<file path="src/common/hart_pkg.sv">
/* Shared widths, reset values and bus structs for the multithreaded fetch front end.
   Modules refer to these by scoped name. */
`default_nettype none

package hart_pkg;

    // Thread configuration.
    localparam int NUM_HARTS = 4;                 // Hardware threads.
    localparam int HART_ID_W = 2;                 // Bits to index a hart.
    localparam int QUANTUM_W = 4;                 // Quantum counter width.

    typedef logic [31:0]          word_t;         // Data and address word.
    typedef logic [HART_ID_W-1:0] hart_id_t;      // Hart index.
    typedef logic [NUM_HARTS-1:0] hart_mask_t;    // One bit per hart.
    typedef logic [0:0]           cfg_addr_t;     // Scheduling register address.

    // Eleven fetches per turn out of reset.
    localparam logic [QUANTUM_W-1:0] RESET_QUANTUM = 4'd11;

    // Hart n boots at base plus n strides.
    localparam word_t RESET_PC_BASE  = 32'h0000_0200;
    localparam word_t HART_PC_STRIDE = 32'h0000_1000;

    localparam cfg_addr_t CFG_ADDR_QUANTUM = 1'b0;  // Quantum length.
    localparam cfg_addr_t CFG_ADDR_ENABLE  = 1'b1;  // Hart enable mask.

    // Current scheduling setup, fed to the selector.
    typedef struct packed {
        logic [QUANTUM_W-1:0] quantum;            // Fetches per turn, never zero.
        hart_mask_t           enable;             // Software enable per hart.
    } sched_cfg_t;

    // Software write port, one strobe per write.
    typedef struct packed {
        logic      wr;                            // Write strobe.
        cfg_addr_t addr;                          // Target register.
        word_t     data;                          // Write data.
    } cfg_write_t;

    // Pipeline events seen by the selector.
    typedef struct packed {
        logic     pc_en;                          // Fetch allowed, a level.
        logic     flush;                          // Fetch squashed this cycle.
        logic     cache_miss;                     // Miss pulse from I-cache.
        logic     thread_terminated;              // Termination pulse.
        hart_id_t term_hart;                      // Hart that terminated.
    } pipe_events_t;

    // Execute redirect of one hart's PC.
    typedef struct packed {
        logic     valid;                          // Redirect pulse.
        hart_id_t hart;                           // Hart to redirect.
        word_t    target;                         // New PC.
    } redirect_t;

    // Request towards instruction memory.
    typedef struct packed {
        logic     valid;                          // Fetch address is usable.
        hart_id_t hart;                           // Fetching hart.
        word_t    pc;                             // Fetch address.
    } fetch_req_t;

endpackage

`default_nettype wire
</file>
<file path="src/hw/mt_fetch_top.sv">
/* Thread-selection front end of the fetch stage. Connects the scheduling registers,
   hart selector and PC file, and forms the fetch request from their registered state. */
`timescale 1ns/1ps
`default_nettype none

module mt_fetch_top (
    input  logic                    CLK,
    input  logic                    nRST,
    input  hart_pkg::cfg_write_t    cfg,
    input  hart_pkg::pipe_events_t  events,
    input  hart_pkg::redirect_t     redirect,
    output hart_pkg::fetch_req_t    fetch,
    output logic                    halt_proc
);

    hart_pkg::sched_cfg_t sched;        // Quantum and enable mask.
    hart_pkg::hart_id_t   hart_id;      // Selected hart.
    hart_pkg::word_t      pc;           // Its PC.
    logic                 fetch_step;   // A fetch completes this cycle.
    logic                 eligible;     // Selected hart may fetch.

    hart_sched_regs sched_regs_i (
        .CLK   (CLK),
        .nRST  (nRST),
        .cfg   (cfg),
        .sched (sched)
    );

    hart_selector selector_i (
        .CLK        (CLK),
        .nRST       (nRST),
        .events     (events),
        .sched      (sched),
        .hart_id    (hart_id),
        .fetch_step (fetch_step),
        .eligible   (eligible),
        .halt_proc  (halt_proc)
    );

    hart_pc_file pc_file_i (
        .CLK        (CLK),
        .nRST       (nRST),
        .hart_id    (hart_id),
        .fetch_step (fetch_step),
        .redirect   (redirect),
        .pc         (pc)
    );

    // Request follows the registered state with no extra delay.
    always_comb begin
        fetch       = '0;
        fetch.valid = eligible && !halt_proc;
        fetch.hart  = hart_id;
        fetch.pc    = pc;
    end

endmodule

`default_nettype wire

</file>
<file path="src/hw/hart_pc_file.sv">
/* One program counter per hart. The selected hart steps by 4 on each fetch,
   and execute may redirect any hart; the selected hart's PC is the fetch address. */
`timescale 1ns/1ps
`default_nettype none

module hart_pc_file (
    input  logic                 CLK,
    input  logic                 nRST,
    input  hart_pkg::hart_id_t   hart_id,
    input  logic                 fetch_step,
    input  hart_pkg::redirect_t  redirect,
    output hart_pkg::word_t      pc
);

    hart_pkg::word_t pc_q    [hart_pkg::NUM_HARTS];  // Per-hart PCs.
    hart_pkg::word_t pc_next [hart_pkg::NUM_HARTS];
    hart_pkg::word_t pc_rst  [hart_pkg::NUM_HARTS];  // Per-hart boot PC.

    // Boot address of each hart.
    always_comb begin
        for (int h = 0; h < hart_pkg::NUM_HARTS; h++) begin
            pc_rst[h] = hart_pkg::RESET_PC_BASE +
                        (hart_pkg::word_t'(h) * hart_pkg::HART_PC_STRIDE);
        end
    end

    // Next PC per hart; the redirect overrides the step.
    always_comb begin
        for (int h = 0; h < hart_pkg::NUM_HARTS; h++) begin
            pc_next[h] = pc_q[h];
            if (fetch_step && (hart_id == hart_pkg::hart_id_t'(h))) begin
                pc_next[h] = pc_q[h] + 32'd4;       // Sequential fetch.
            end
            if (redirect.valid && (redirect.hart == hart_pkg::hart_id_t'(h))) begin
                pc_next[h] = redirect.target;       // Branch or jump target.
            end
        end
    end

    always_ff @(posedge CLK, negedge nRST) begin
        if (!nRST) begin
            for (int h = 0; h < hart_pkg::NUM_HARTS; h++) begin
                pc_q[h] <= pc_rst[h];
            end
        end else begin
            for (int h = 0; h < hart_pkg::NUM_HARTS; h++) begin
                pc_q[h] <= pc_next[h];
            end
        end
    end

    // Fetch address of the selected hart.
    assign pc = pc_q[hart_id];

endmodule

`default_nettype wire

</file>
<file path="src/hart_select/hart_selector.sv">
/* Picks the hart that fetches next. It tracks live harts and the quantum count and
   rotates round robin on a miss, a termination or an expired quantum. */
`timescale 1ns/1ps
`default_nettype none

module hart_selector (
    input  logic                    CLK,
    input  logic                    nRST,
    input  hart_pkg::pipe_events_t  events,
    input  hart_pkg::sched_cfg_t    sched,
    output hart_pkg::hart_id_t      hart_id,
    output logic                    fetch_step,
    output logic                    eligible,
    output logic                    halt_proc
);

    hart_pkg::hart_mask_t           live;           // Harts not yet terminated.
    hart_pkg::hart_mask_t           next_live;
    hart_pkg::hart_mask_t           elig_mask;      // Live and enabled, after this cycle's term.
    logic [hart_pkg::QUANTUM_W-1:0] count;          // Fetches in current turn.
    logic [hart_pkg::QUANTUM_W-1:0] next_count;
    hart_pkg::hart_id_t             next_hart_id;
    logic                           armed;          // Set once reset is released.
    logic                           quantum_done;   // This fetch ends the turn.
    logic                           switch_hart;    // Any switch cause.

    always_ff @(posedge CLK, negedge nRST) begin
        if (!nRST) begin
            live    <= '1;                          // Every hart starts live.
            count   <= '0;
            hart_id <= '0;                          // Hart 0 fetches first.
            armed   <= 1'b0;
        end else begin
            live    <= next_live;
            count   <= next_count;
            hart_id <= next_hart_id;
            armed   <= 1'b1;
        end
    end

    // Fetching starts the cycle after reset is released.
    assign eligible   = armed && live[hart_id] && sched.enable[hart_id];
    assign fetch_step = events.pc_en && !events.flush && eligible;
    assign halt_proc  = ~|live;                     // Nobody left to run.

    // Drop a terminating hart from the live mask.
    always_comb begin
        next_live = live;
        if (events.thread_terminated) begin
            next_live[events.term_hart] = 1'b0;
        end
    end

    assign elig_mask = next_live & sched.enable;

    // Compare one bit wider so a lowered quantum still ends the turn.
    assign quantum_done = fetch_step &&
        (({1'b0, count} + 1'b1) >= {1'b0, sched.quantum});

    assign switch_hart = events.cache_miss || events.thread_terminated || quantum_done;

    // Quantum count.
    always_comb begin
        if (switch_hart) begin
            next_count = '0;                        // Also covers a lone miss.
        end else if (fetch_step) begin
            next_count = count + 1'b1;
        end else begin
            next_count = count;                     // Stalled or flushed.
        end
    end

    // Round-robin search upward from the current hart.
    always_comb begin
        hart_pkg::hart_id_t cand;
        logic               found;
        next_hart_id = hart_id;                     // Hold if nothing else qualifies.
        found        = 1'b0;
        cand         = hart_id;
        if (switch_hart) begin
            for (int i = 1; i < hart_pkg::NUM_HARTS; i++) begin
                cand = hart_pkg::hart_id_t'((int'(hart_id) + i) % hart_pkg::NUM_HARTS);
                if (!found && elig_mask[cand]) begin
                    next_hart_id = cand;            // First eligible after current.
                    found        = 1'b1;
                end
            end
        end
    end

endmodule

`default_nettype wire

</file>
<file path="src/hart_select/hart_sched_regs.sv">
/* Write-only scheduling registers holding the fetch quantum and the hart enable mask.
   Software writes them with single-cycle strobes; the selector sees them next cycle. */
`timescale 1ns/1ps
`default_nettype none

module hart_sched_regs (
    input  logic                  CLK,
    input  logic                  nRST,
    input  hart_pkg::cfg_write_t  cfg,
    output hart_pkg::sched_cfg_t  sched
);

    logic [hart_pkg::QUANTUM_W-1:0] quantum;        // Current quantum length.
    logic [hart_pkg::QUANTUM_W-1:0] wr_quantum;     // Quantum as it would be written.
    hart_pkg::hart_mask_t           enable;         // Current enable mask.
    logic                           wr_quantum_en;  // Write hits quantum.
    logic                           wr_enable_en;   // Write hits enable mask.

    // Address decode.
    always_comb begin
        wr_quantum_en = 1'b0;
        wr_enable_en  = 1'b0;
        if (cfg.wr) begin
            case (cfg.addr)
                hart_pkg::CFG_ADDR_QUANTUM: wr_quantum_en = 1'b1;
                hart_pkg::CFG_ADDR_ENABLE:  wr_enable_en  = 1'b1;
                default: ;
            endcase
        end
    end

    // A zero quantum would starve every hart, so it becomes one.
    always_comb begin
        wr_quantum = cfg.data[hart_pkg::QUANTUM_W-1:0];
        if (wr_quantum == '0) begin
            wr_quantum = hart_pkg::QUANTUM_W'(1);   // Minimum of one fetch.
        end
    end

    always_ff @(posedge CLK, negedge nRST) begin
        if (!nRST) begin
            quantum <= hart_pkg::RESET_QUANTUM;     // Default turn length.
            enable  <= '1;                          // All harts enabled.
        end else begin
            if (wr_quantum_en) begin
                quantum <= wr_quantum;
            end
            if (wr_enable_en) begin
                enable <= cfg.data[hart_pkg::NUM_HARTS-1:0];  // Low bits only.
            end
        end
    end

    // Pack for the selector.
    always_comb begin
        sched         = '0;
        sched.quantum = quantum;
        sched.enable  = enable;
    end

endmodule

`default_nettype wire

</file>
<file path="config.mk">
export PLATFORM = sky130hd
export DESIGN_NAME = mt_fetch_top
export DESIGN_NICKNAME = d
export VERILOG_FILES = /design/src/common/hart_pkg.sv /design/src/hw/mt_fetch_top.sv /design/src/hw/hart_pc_file.sv /design/src/hart_select/hart_selector.sv /design/src/hart_select/hart_sched_regs.sv
export SDC_FILE = /design/constraint.sdc
export NUM_CORES = 1
export LEC_CHECK = 0
export BUFFER_PORTS_ARGS = -buffer_cell sky130_fd_sc_hd__buf_2
export CORE_MARGIN = 4
export CORE_UTILIZATION = 40
export DETAILED_ROUTE_END_ITERATION = 12
export PLACE_DENSITY = 0.57
export SLEW_MARGIN = 20
export SYNTH_ARGS = -nofsm -noshare
export SYNTH_HDL_FRONTEND = slang
export SYNTH_SLANG_ARGS = --single-unit
export TNS_END_PERCENT = 20
</file>
<file path="constraint.sdc">
create_clock -name CLK -period 2.95 [get_ports CLK]
set_input_delay 0 -clock CLK [delete_from_list [all_inputs] [get_ports CLK]]
set_output_delay 0 -clock CLK [all_outputs]
set_load 0.02 [all_outputs]
</file>
* Yosys cells after proc, flatten, opt, wreduce, memory -nomap -nowiden
Cells that the tools add are included.
** Storage, ports and cells
- Register bits :: 147
- Input port bits :: 77
- Output and inout bits :: 36
- Logic and storage cells :: 109
** Operators by class
- Add/subtract/negate cells :: 9
- $lt $le $gt $ge :: 8
- Eq/ne operators :: 6
- Muxes and demuxes :: 38
- Bitwise gates (word level) :: 4
- Reduce and logical (&&, ||, !) cells :: 34
** Operators with widths (count)
- $mux 32 :: 10
- $add 32x3->32 const B :: 4
- $bmux 32 s2 :: 1
- $logic_and 1x1->1 :: 17
- $mux 4 :: 4
- $lt 2x3->1 const B :: 5
- $mux 1 :: 14
- $bmux 1 s2 :: 5
- $reduce_bool 2->1 :: 5
- $and 4x4->4 :: 2
- $eq 2x2->1 const B :: 4
- $mux 2 :: 3
- $add 4x1->5 const B :: 1
- $ge 5x4->1 :: 1
- $add 2x2->2 const B :: 2
- $add 4x1->4 const B :: 1
- $eq 2x1->1 const B :: 2
- $logic_not 1->1 :: 4
- $logic_not 2->1 :: 2
- $logic_not 4->1 :: 1
- $not 4->4 :: 1
- $reduce_or 4->1 :: 1
- $ge 3x3->1 const B :: 1
- $not 2->3 :: 1
- 6 further kinds :: 7

* Depth between registers and ports, before layout
Gate-level depths: netlist of the first run.
- Depth in word-level cells :: 20
- Mapped depth :: 10
- Gate-level depth less buffers :: 8

* By module
Synthesis of the first run repeated with hierarchy kept, for this count alone.
** Unflattened totals
- Cells, all modules :: 946
- Area, all modules :: 9176.3 um^2
** By module, submodules not included
- hart_pc_file :: instances 1, cells each 835, area each 7997.7 um^2
- hart_selector :: instances 1, cells each 89, area each 832.0 um^2
- hart_sched_regs :: instances 1, cells each 21, area each 332.8 um^2
- mt_fetch_top :: instances 1, cells each 1, area each 13.8 um^2

* Worst setup path after synthesis of the first run
OpenSTA, ideal clock, no wires.
- Path type :: register to register
- From :: reg selector_i.hart_id[0]
- To :: reg pc_file_i.pc_q[22] in the netlist's numbering
- Arrival time :: 2393 ps
- Required time :: 2825 ps
- Setup slack :: 432 ps
- Stages on the path, launching flop included :: 8
- Path through :: dfrtp_1 > buf_4 > inv_4 > mux4_2 > or4_4 > nor3_2 > xor2_1 > mux2_2
** Between the ends
- Longest elaborated chain between the ends :: 7
- Elaborated cells between the ends (all ways) :: 10
- Classes of those cells :: eq/ne: 1; mux: 4; reduce/logical: 5
** RTL lines
- from (decl) :: line hart_selector.sv:11 : output hart_pkg::hart_id_t hart_id,
- from (signal assigned) :: line hart_selector.sv:36 : hart_id <= next_hart_id;
- $bmux 1 s2 :: line hart_selector.sv:42 : assign eligible = armed && live[hart_id] && sched.enable[hart_id];
- $mux 1 (not written as such) :: line hart_selector.sv:42
- $logic_and 1x1->1 (2 in series) :: line hart_selector.sv:42
- $logic_and 1x1->1 :: line hart_selector.sv:43 : assign fetch_step = events.pc_en && !events.flush && eligible;
- $logic_and 1x1->1 (*) :: line hart_pc_file.sv:31 : if (fetch_step && (hart_id == hart_pkg::hart_id_t'(h))) begin
- $reduce_bool 2->1 (no source line) (*)
- to (signal, indexed assignment) :: line hart_pc_file.sv:43 : pc_q[h] <= pc_rst[h];
- to (signal, indexed assignment) :: line hart_pc_file.sv:47 : pc_q[h] <= pc_next[h];
- to (decl) :: line hart_pc_file.sv:15 : hart_pkg::word_t pc_q [hart_pkg::NUM_HARTS];
Every way passes the cells marked *; elsewhere a longest branch is shown, timed or not. The select of a mux whose other input is x is not followed.
A chain may end at the register's enable or synchronous reset.

* Final worst setup path of the first run
- From :: reg selector_i.live[0]
- To :: reg selector_i.count[1] in the netlist's numbering
** Between the ends
- Longest elaborated chain between the ends :: 8
- Elaborated cells between the ends (all ways) :: 9
- Classes of those cells :: mux: 3; reduce/logical: 6
** RTL lines
- from (decl) :: line hart_selector.sv:17 : hart_pkg::hart_mask_t live;
- from (signal assigned) :: line hart_selector.sv:34 : live <= next_live;
- $bmux 1 s2 (*) :: line hart_selector.sv:42
- $mux 1 (not written as such) (*) :: line hart_selector.sv:42
- $logic_and 1x1->1 (*) (2 in series) :: line hart_selector.sv:42
- $logic_and 1x1->1 (*) :: line hart_selector.sv:43
- $logic_and 1x1->1 :: line hart_selector.sv:57 : assign quantum_done = fetch_step &&
- $logic_or 1x1->1 :: line hart_selector.sv:60 : assign switch_hart = events.cache_miss || events.thread_terminated || quantum_done;
- $mux 4 / $reduce_bool 2->1 (equally long branches)
- to (signal assigned) :: line hart_selector.sv:35 : count <= next_count;
- to (decl) :: line hart_selector.sv:20 : logic [hart_pkg::QUANTUM_W-1:0] count;
Marked as above.

==> impl_metrics.env, run 1 <==
export IMPL_final_layout_size_suffix_gt1_share_pct=21.4
export IMPL_dp_hpwl_um=17100
export IMPL_crit_chain="nand2_1 > mux4_2 > nor2_1 > buf_4 > nor3_1 > dlygate4sd3_1 > o2bb2ai_1"
export IMPL_cts_buffer_depth=2
export IMPL_num_antenna_cells=0
export IMPL_min_period_ps=2600
export IMPL_ir_drop_mv=0.306
export IMPL_gp_congestion=0.826
export IMPL_pwr_share_clk_pct=37.4
export IMPL_post_cts_buffers=0
export IMPL_grt_pass1_wl_um=39900
export IMPL_dieArea_um2=24400
export IMPL_worst_setup_path_end_kind="flip-flop"
export IMPL_post_place_ws_ps=433
export IMPL_num_rows=53
export IMPL_synth_edff_count=0
export IMPL_area_growth_syn_to_layout_pct=22.2
export IMPL_clock_latency_ps=420
export IMPL_vias_per_cell=5.37
export IMPL_status="completed"
export IMPL_grt_total_usage_pct=20.8
export IMPL_fp_dieH_um=156
export IMPL_dieWidth_um=156
export IMPL_fp_coreArea_um2=21400
export IMPL_synth_common_cells="dfrtp_1, nand2_1, nor2_1, xor2_1, a21oi_1"
export IMPL_synthCells=918
export IMPL_grt_antenna_before_repair=0
export IMPL_worst_slack_ps=346
export IMPL_cts_tree="yes"
export IMPL_ys_warn_count=0
export IMPL_p_switching_mw=1.81
export IMPL_syn_area_per_cell_um2=9.58
export IMPL_yosys_top_cells_area="dfrtp_1, mux4_2, xor2_1, dfstp_2, nand2_1"
export IMPL_top_level_ports=113
export IMPL_crit_type="reg -> reg"
export IMPL_cp_data_required_time_ps=3260
export IMPL_synth_most_common_cell="dfrtp_1"
export IMPL_synth_top_area_cell="dfrtp_1"
export IMPL_p_leak_nw=4.38
export IMPL_post_cts_resized=0
export IMPL_synthArstFlopShare_pct=100
export IMPL_critPathMaxFanout=9
export IMPL_ctsHoldBuffers=52
export IMPL_tightest_slew_ps=759
export IMPL_synth_ff_type="dfrtp_1"
export IMPL_cts_sinks=147
export IMPL_io_buffers=84
export IMPL_slew_viol_final=0
export IMPL_drt_antenna_violating_nets=0
export IMPL_first_global_vias=7318
export IMPL_num_vias=7220
export IMPL_wl_per_cell_um=18.1
export IMPL_yosysUniqueCellTypes=48
export IMPL_max_freq_mhz=384
export IMPL_pwr_share_comb_pct=17.7
export IMPL_cellPowerDensity_nw_per_um2=562
export IMPL_seqPwrFrac_pct=44.9
export IMPL_synth_seq_area_share_pct=42.1
export IMPL_yosys_area_top_type_share_pct=36.4
export IMPL_drc=0
export IMPL_num_nets_final=1147
export IMPL_internal_power_mw=4.23
export IMPL_gr_total_overflow=0
export IMPL_h_tree_depth=4
export IMPL_max_cap_viol_count=0
export IMPL_dr_pass1_iters=5
export IMPL_rsz0062_at_grt="no"
export IMPL_grt_start_max_net_pins=62
export IMPL_cpPeakStageDelay_ps=610
export IMPL_clk_pin_slew_ps=70
export IMPL_finClkSkew_ps=10.7
export IMPL_ys_ff_latch=147
export IMPL_synth_area_um2=8790
export IMPL_start_util_pct=41.2
export IMPL_p_sw_share_pct=30.0
export IMPL_min_path_type="in -> reg"
export IMPL_slew_headroom_pct=49.3
export IMPL_drt_iter0_markers=552
export IMPL_clockRootBuffer="clkbuf_16"
export IMPL_crit_path_top_delay_cell="dlygate4sd3_1"
export IMPL_hold_viol=0
export IMPL_period_share_pct=88.3
export IMPL_wirelength_um=24300
export IMPL_startpoint_type="flip-flop"
export IMPL_final_setup_viol_count=0
export IMPL_cp_data_arrival_time_ps=2910
export IMPL_fin_setup_tns_ps=0
export IMPL_synthesis_nets=1008
export IMPL_numCtsBuffers=17
==> power groups by stage <==
stage | clock, mW | combinational, mW | sequential [mW]
2_1_floorplan | 0 | 0.728 | 2.62
3_3_place_gp | 0 | 1.00 | 2.73
3_5_place_dp | 0 | 1.02 | 2.73
4_1_cts | 2.31 | 1.08 | 2.70
5_1_grt | 2.38 | 1.20 | 2.76
6_report | 2.26 | 1.07 | 2.71
==> area by class of cell <==
class	count	area, um2
fill	2023	10600
multi-input combinational	709	4840
sequential	147	3700
timing repair buffer	165	1180
clock buffer	17	425
tap	275	344
clock inverter	15	184
inverter	17	66.3
==> flip-flops by register name, indices dropped and copies added, names as in the netlist <==
signal and flops:
pc_file_i.pc_q 128, sched_regs_i.enable 4, sched_regs_i.quantum 4, selector_i.armed 1
selector_i.count 4, selector_i.hart_id 2, selector_i.live 4
==> per-layer routing <==
metal | wire (um) | vias up | global-route usage [%] | part of all wire, %
li1 | - | 3502 | - | -
met1 | 11000 | 3555 | 28.0 | 45
met3 | 1030 | 13 | 4.29 | 4.2
met4 | 221 | 0 | 4.50 | 0.91
met2 | 12100 | 150 | 34.9 | 50
met5 | 0 | - | 0 | 0
==> layout by cell type, fill, tap and decap left out, types with 13 or more instances in the layout <==
| master | synthesis | routed |
|---|---|---|
| buf_2 | 4 | 83 |
| nor2_1 | 80 | 80 |
| inv_1 | 16 | 16 |
| mux2_2 | 14 | 14 |
| xor2_1 | 80 | 80 |
| buf_4 | 2 | 28 |
| nand3_1 | 62 | 62 |
| dfstp_2 | 19 | 19 |
| clkbuf_16 | 0 | 17 |
| and3_1 | 25 | 24 |
| dfrtp_1 | 128 | 126 |
| nand4_1 | 25 | 25 |
| nor3_1 | 16 | 16 |
| ha_1 | 13 | 13 |
| o21ai_0 | 45 | 45 |
| nand2_1 | 121 | 121 |
| mux4_2 | 35 | 35 |
| xnor2_1 | 39 | 39 |
| dlygate4sd3_1 | 0 | 52 |
| o21ai_1 | 16 | 16 |
| a21oi_1 | 65 | 65 |
==> final timing paths <==
path                       cells past startpoint  slack, ps                      to               start
setup reg to reg                               7        350     selector_i.count[1]  selector_i.live[0]
min in group asynchronous                      2        140      pc_file_i.pc_q[64]                nRST
hold / removal                                 3         20  sched_regs_i.enable[1]             cfg[33]
setup / recovery                               7        350     selector_i.count[1]  selector_i.live[0]
max in group asynchronous                      3       1970      pc_file_i.pc_q[76]                nRST
hold reg to reg                                2        480      pc_file_i.pc_q[96]  pc_file_i.pc_q[96]
==> metrics by stage <==
stage	std cells	hold slack, ps	util, %	area [um2]	power [mW]
floorplan	918	-296	-	8790	3.35
global placement	1261	28.8	45.0	9610	3.73
detailed placement	1261	31.0	45.0	9610	3.75
CTS	1345	6.53	50.3	10700	6.09
global route	1345	37.1	50.3	10700	6.34
finish	1345	22.0	50.3	10700	6.04
==> cells by family (layout without fill, tap and decap cells) <==
kind of cell               count (synthesis)  count (layout)  share of synthesized area, %
muxes                                     53              53                          11.2
adders and majority gates                 13              13                          1.85
buffers and inverters                     62             214                          2.90
DFF                                      147             147                          42.1
AOI/OAI and AO/OA                        136             136                          8.03
xor gates and xnor gates                 119             119                          11.9
other                                      1               1                        0.0426
and+or+nand+nor                          387             387                          22.0
==> critical path: cells and delay by family (launching register included) <==
| family | cells | cell delay [ps] |
|---|---|---|
| flops | 1 | 550 |
| compound gates | 1 | 140 |
| buf+inv | 2 | 830 |
| simple gates | 3 | 380 |
| mux | 1 | 600 |
No activity file was read; power rests on OpenSTA's default activity.
==> run 2, diff against run 1 <==
- SYNTH_HIERARCHICAL: unset -> 1
==> impl_metrics.env, run 2 <==
export IMPL_status="completed"
export IMPL_top_level_ports=113
export IMPL_gp_congestion=0.839
export IMPL_dp_hpwl_um=18300
export IMPL_r2r_end="pc_file_i/pc_q[90]"
export IMPL_ys_ff_latch=147
export IMPL_ys_warn_count=6
export IMPL_num_vias=7497
export IMPL_synth_ff_type="dfrtp_1"
export IMPL_slew_headroom_pct=53.8
export IMPL_tightest_slew_ps=693
export IMPL_num_nets_final=1176
export IMPL_synthCells=946
export IMPL_r2r_start="sched_regs_i/enable[0]"
export IMPL_worst_slack_ps=112
export IMPL_fp_coreArea_um2=22600
export IMPL_dieWidth_um=159
export IMPL_synth_common_cells="nand2_1, dfrtp_1, o21ai_0"
export IMPL_largest_reg_flops=128
export IMPL_final_cells=1388
export IMPL_place_inst=1305
export IMPL_cp_data_arrival_time_ps=3200
export IMPL_crit_chain="nand2_1 > mux4_2 > nor2_4 > buf_6 > nand4b_2 > or4_4 > buf_6 > or4_1 > nand3_1"
export IMPL_num_rows=55
export IMPL_synth_edff_count=0
export IMPL_slew_viol_final=0
export IMPL_gr_total_overflow=0
export IMPL_critPathCapture="pc_file_i/pc_q[90]"
export IMPL_grt_pass1_wl_um=43000
export IMPL_min_path_type="in -> reg"
export IMPL_area_growth_syn_to_layout_pct=22.5
export IMPL_grt_antenna_before_repair=2
export IMPL_fp_dieH_um=159
export IMPL_crit_type="reg -> reg"
export IMPL_max_cap_viol_count=0
export IMPL_cp_data_required_time_ps=3310
export IMPL_max_freq_mhz=352
export IMPL_nFillCells=2072
export IMPL_path_common_cell="buf_6"
export IMPL_syn_area_per_cell_um2=9.70
export IMPL_critPathLaunch="sched_regs_i/enable[0]"
export IMPL_synth_most_common_cell="nand2_1"
export IMPL_fin_area_um2=11200
export IMPL_clock_latency_ps=430
export IMPL_drt_antenna_violating_nets=0
export IMPL_io_buffers=84
export IMPL_hold_viol=0
export IMPL_startpoint_type="flip-flop"
export IMPL_synth_area_um2=9180
export IMPL_period_share_pct=96.2
export IMPL_p_leak_nw=4.36
export IMPL_yosys_area_top_type_share_pct=34.9
export IMPL_final_setup_viol_count=0
export IMPL_drc=0
export IMPL_wl_per_cell_um=18.7
export IMPL_clk_pin_slew_ps=70
export IMPL_crit_path_top_delay_cell="dfstp_2"
export IMPL_yosys_top_cells_area="dfrtp_1, mux4_2, xnor2_1, nand2_1, dfstp_2"
export IMPL_mostFrequentLayoutCells="nand2_1, dfrtp_1, o21ai_0, buf_2, xnor2_1"
export IMPL_dpl_cell_area_um2=10000
export IMPL_dieArea_um2=25400
export IMPL_vias_per_cell=5.40
export IMPL_wirelength_um=25900
export IMPL_yosysUniqueCellTypes=67
export IMPL_grt_total_usage_pct=21.1
export IMPL_ir_drop_mv=0.377
export IMPL_worst_setup_path_end_kind="flip-flop"
export IMPL_final_common_cell="nand2_1"
export IMPL_critPathMaxFanout=10
export IMPL_final_core_util_pct=49.8
export IMPL_rr_worst_depth=9
export IMPL_top_register="pc_file_i/pc_q"
export IMPL_total_power_mw=7.62
export IMPL_multi_input_area_um2=5210
export IMPL_start_util_pct=40.7
export IMPL_cts_sinks=147
export IMPL_h_tree_depth=4
export IMPL_first_global_vias=7668
export IMPL_synth_top_area_cell="dfrtp_1"
export IMPL_synthArstFlopShare_pct=100
export IMPL_min_period_ps=2840
export IMPL_synthesis_nets=1032
export IMPL_numCtsBuffers=17
export IMPL_grt_start_max_net_pins=70
export IMPL_cts_tree="yes"
export IMPL_ff_latch_area_um2=3700
export IMPL_dr_pass1_iters=5
export IMPL_post_place_ws_ps=101
export IMPL_cts_buffer_depth=2
export IMPL_rrSetupSlack_ps=110
export IMPL_drt_iter0_markers=514
export IMPL_cellPowerDensity_nw_per_um2=678
export IMPL_num_antenna_cells=0
export IMPL_cpPeakStageDelay_ps=530
export IMPL_finClkSkew_ps=10.9
export IMPL_final_layout_size_suffix_gt1_share_pct=24.8
export IMPL_clockRootBuffer="clkbuf_16"
export IMPL_synth_seq_area_share_pct=40.3
[run 2: cell count changes after synthesis, sizes merged, moves of 14 or more]
cell / previous run / this run
a21oi: 65 / 6
and3: 25 / 11
nand2: 121 / 172
nand3: 62 / 41
nor2: 80 / 37
o21ai: 61 / 117
xnor2: 39 / 76
xor2: 80 / 41
[run 2: logic make-up (layout without fill, tap and decap cells)]
group	Yosys count	after routing	synth area share [%]
and+or+nand+nor	405	405	24.5
xor gates and xnor gates	117	117	11.2
muxes	53	53	10.6
AOI/OAI and AO/OA	142	142	8.58
other	1	1	0.0409
adders and majority gates	9	9	1.23
buffers and inverters	72	229	3.48
DFF	147	147	40.3
[run 2: per-stage QoR]
step           hold slack, ps  setup TNS [ps]
5_1_grt                  52.9           -2.85
2_1_floorplan            -296               0
6_report                 22.2               0
3_5_place_dp             71.5               0
3_3_place_gp             79.9               0
4_1_cts                 0.303               0
[run 2: final cells by class]
cell class | instances | share of cell area, %
clock buffer | 19 | 3.94
clock inverter | 13 | 1.76
inverter | 25 | 0.835
multi-input combinational | 727 | 46.3
sequential | 147 | 33.0
tap | 285 | 3.17
timing repair buffer | 172 | 11.0
[run 2: what timing repair did]
item                       4_1_cts  5_1_grt
setup endpoints to repair        0       33
hold endpoints to repair       204        0
resized for setup                0        9
buffers inserted                 0        1
hold buffers                    50        0
[run 2: power by group]
part	internal (mW)	switching, mW	leakage, nW
clock network	1.46	0.936	0.309
registers	2.36	0.416	1.78
logic	1.12	1.33	2.27
[run 2: worst min path at each step]
stage	cells after the start	startpoint	slack, ps	to
6_report	4	redirect[33]	20	pc_file_i/pc_q[76]
5_1_grt	4	redirect[33]	50	pc_file_i/pc_q[76]
4_1_cts	4	redirect[33]	0.3	pc_file_i/pc_q[73]
3_5_place_dp	1	nRST	70	pc_file_i/pc_q[111]
3_3_place_gp	1	nRST	80	pc_file_i/pc_q[46]
2_1_floorplan	0	nRST	-300	pc_file_i/pc_q[0]
[run 2: routing by layer]
metal | routed length [um] | vias up | GRT usage (%)
met4 | 535 | 4 | 6.71
met2 | 12400 | 182 | 33.9
met3 | 1370 | 35 | 4.81
li1 | - | 3640 | -
met5 | 15 | - | 0
met1 | 11600 | 3636 | 28.4
[run 2: critical path: cells and delay by family, from the launching register on]
family	cells	cell delay, ps
simple gates	6	1420
flops	1	530
buf+inv	2	310
mux	1	500
==> run 3, diff against run 2 <==
- CAP_MARGIN: unset -> 0
- CORE_MARGIN: 4 -> 5
- clock period: 2.95 -> 3.6 ns (I/O delays scaled with it)
==> impl_metrics.env, run 3 (synthesized netlist as in run 2, its figures left out) <==
export IMPL_fin_setup_tns_ps=0
export IMPL_min_path_type="in -> reg"
export IMPL_vias_per_cell=5.44
export IMPL_drc=0
export IMPL_dieWidth_um=161
export IMPL_drt_antenna_violating_nets=0
export IMPL_hold_viol=0
export IMPL_rsz0062_at_grt="no"
export IMPL_clock_latency_ps=430
export IMPL_finClkSkew_ps=15.6
export IMPL_fin_area_um2=11100
export IMPL_period_share_pct=89.4
export IMPL_slew_headroom_pct=38.8
export IMPL_cts_buffer_depth=2
export IMPL_dpl_cell_area_um2=9900
export IMPL_num_nets_final=1156
export IMPL_num_vias=7454
export IMPL_grt_start_max_net_pins=94
export IMPL_final_common_cell="nand2_1"
export IMPL_max_freq_mhz=311
export IMPL_dr_pass1_iters=7
export IMPL_critPathMaxFanout=10
export IMPL_tightest_slew_ps=918
export IMPL_ir_drop_mv=0.537
export IMPL_clk_pin_slew_ps=70
export IMPL_wirelength_um=25800
export IMPL_io_buffers=84
export IMPL_grt_total_usage_pct=20.3
export IMPL_crit_type="reg -> reg"
export IMPL_dp_hpwl_um=17800
export IMPL_place_inst=1285
export IMPL_final_cells=1369
export IMPL_gp_congestion=0.816
export IMPL_cts_tree="yes"
export IMPL_dieArea_um2=26100
export IMPL_min_period_ps=3220
export IMPL_start_util_pct=40.5
export IMPL_worst_slack_ps=382
export IMPL_h_tree_depth=4
export IMPL_cts_sinks=147
export IMPL_area_growth_syn_to_layout_pct=21.3
export IMPL_final_setup_viol_count=0
export IMPL_gr_total_overflow=0
export IMPL_final_layout_size_suffix_gt1_share_pct=22.8
export IMPL_post_place_ws_ps=392
export IMPL_grt_pass1_wl_um=41800
export IMPL_cellPowerDensity_nw_per_um2=578
export IMPL_top_level_ports=113
export IMPL_clockRootBuffer="clkbuf_16"
export IMPL_slew_viol_final=0
export IMPL_grt_antenna_before_repair=0
export IMPL_fp_dieH_um=161
export IMPL_fp_coreArea_um2=22600
export IMPL_p_leak_nw=4.26
export IMPL_first_global_vias=7478
export IMPL_numCtsBuffers=17
export IMPL_largest_reg_flops=128
export IMPL_drt_iter0_markers=527
export IMPL_wl_per_cell_um=18.8
export IMPL_cp_data_required_time_ps=3900
export IMPL_worst_setup_path_end_kind="flip-flop"
export IMPL_max_cap_viol_count=0
export IMPL_top_register="pc_file_i/pc_q"
export IMPL_cp_data_arrival_time_ps=3510
export IMPL_mostFrequentLayoutCells="nand2_1, dfrtp_1, o21ai_0, buf_2, xnor2_1"
export IMPL_post_cts_buffers=0
export IMPL_status="completed"
export IMPL_total_power_mw=6.44
export IMPL_num_rows=55
export IMPL_startpoint_type="flip-flop"
run 3: stage by stage:
stage	hold slack, ps	util, %
6_report	22.5	49.2
5_1_grt	71.8	49.1
4_1_cts	3.80	49.1
3_5_place_dp	183	43.7
3_3_place_gp	178	43.7
2_1_floorplan	-296	-
run 3: worst max-delay path, cell delays in order, from the launching register on:
cell      delay, ps
dfstp_2         540
nand2_1         120
mux4_2          510
nor2_1          190
buf_4           230
nand4b_2        200
or4_1           540
buf_4           220
nor4_4          290
xnor2_1         180
o21ai_2          60
run 3: what timing repair did:
| action | 4_1_cts | 5_1_grt |
|---|---|---|
| resized for setup | 0 | 0 |
| hold buffers | 51 | 0 |
| endpoints found under the hold margin | 225 | 0 |
run 3: per-layer routing:
layer / global-route usage [%] / wire length, um
met5: 0 / 0
met4: 5.70 / 459
met3: 3.88 / 1120
met2: 34.1 / 12700
met1: 26.9 / 11500
run 3: path summary, 6_finish.rpt:
check	cells after the start	endpoint	startpoint	slack [ps]
min reg2reg	2	pc_file_i/pc_q[33]	pc_file_i/pc_q[33]	480
min	4	pc_file_i/pc_q[65]	redirect[33]	20
max in group asynchronous	3	selector_i/live[1]	nRST	2460
max	10	pc_file_i/pc_q[94]	selector_i/live[2]	380
max reg2reg	10	pc_file_i/pc_q[94]	selector_i/live[2]	380
min in group asynchronous	2	pc_file_i/pc_q[110]	nRST	260
run 3: cell type report:
class                      instances  area (um2)
antenna                            1        2.50
clock inverter                    13         280
timing repair buffer             152        1080
fill                            2096       11500
sequential                       147        3700
clock buffer                      19         433
inverter                          25        93.8
tap                              285         357
multi-input combinational        727        5180
run 3: report_power, final:
part           internal, mW  total, mW  leakage, nW  switching [mW]
combinational         0.905       1.99         2.14            1.08
clock                  1.44       2.17        0.334           0.730
sequential             1.93       2.28         1.78           0.342
total                  4.28       6.44         4.26            2.15
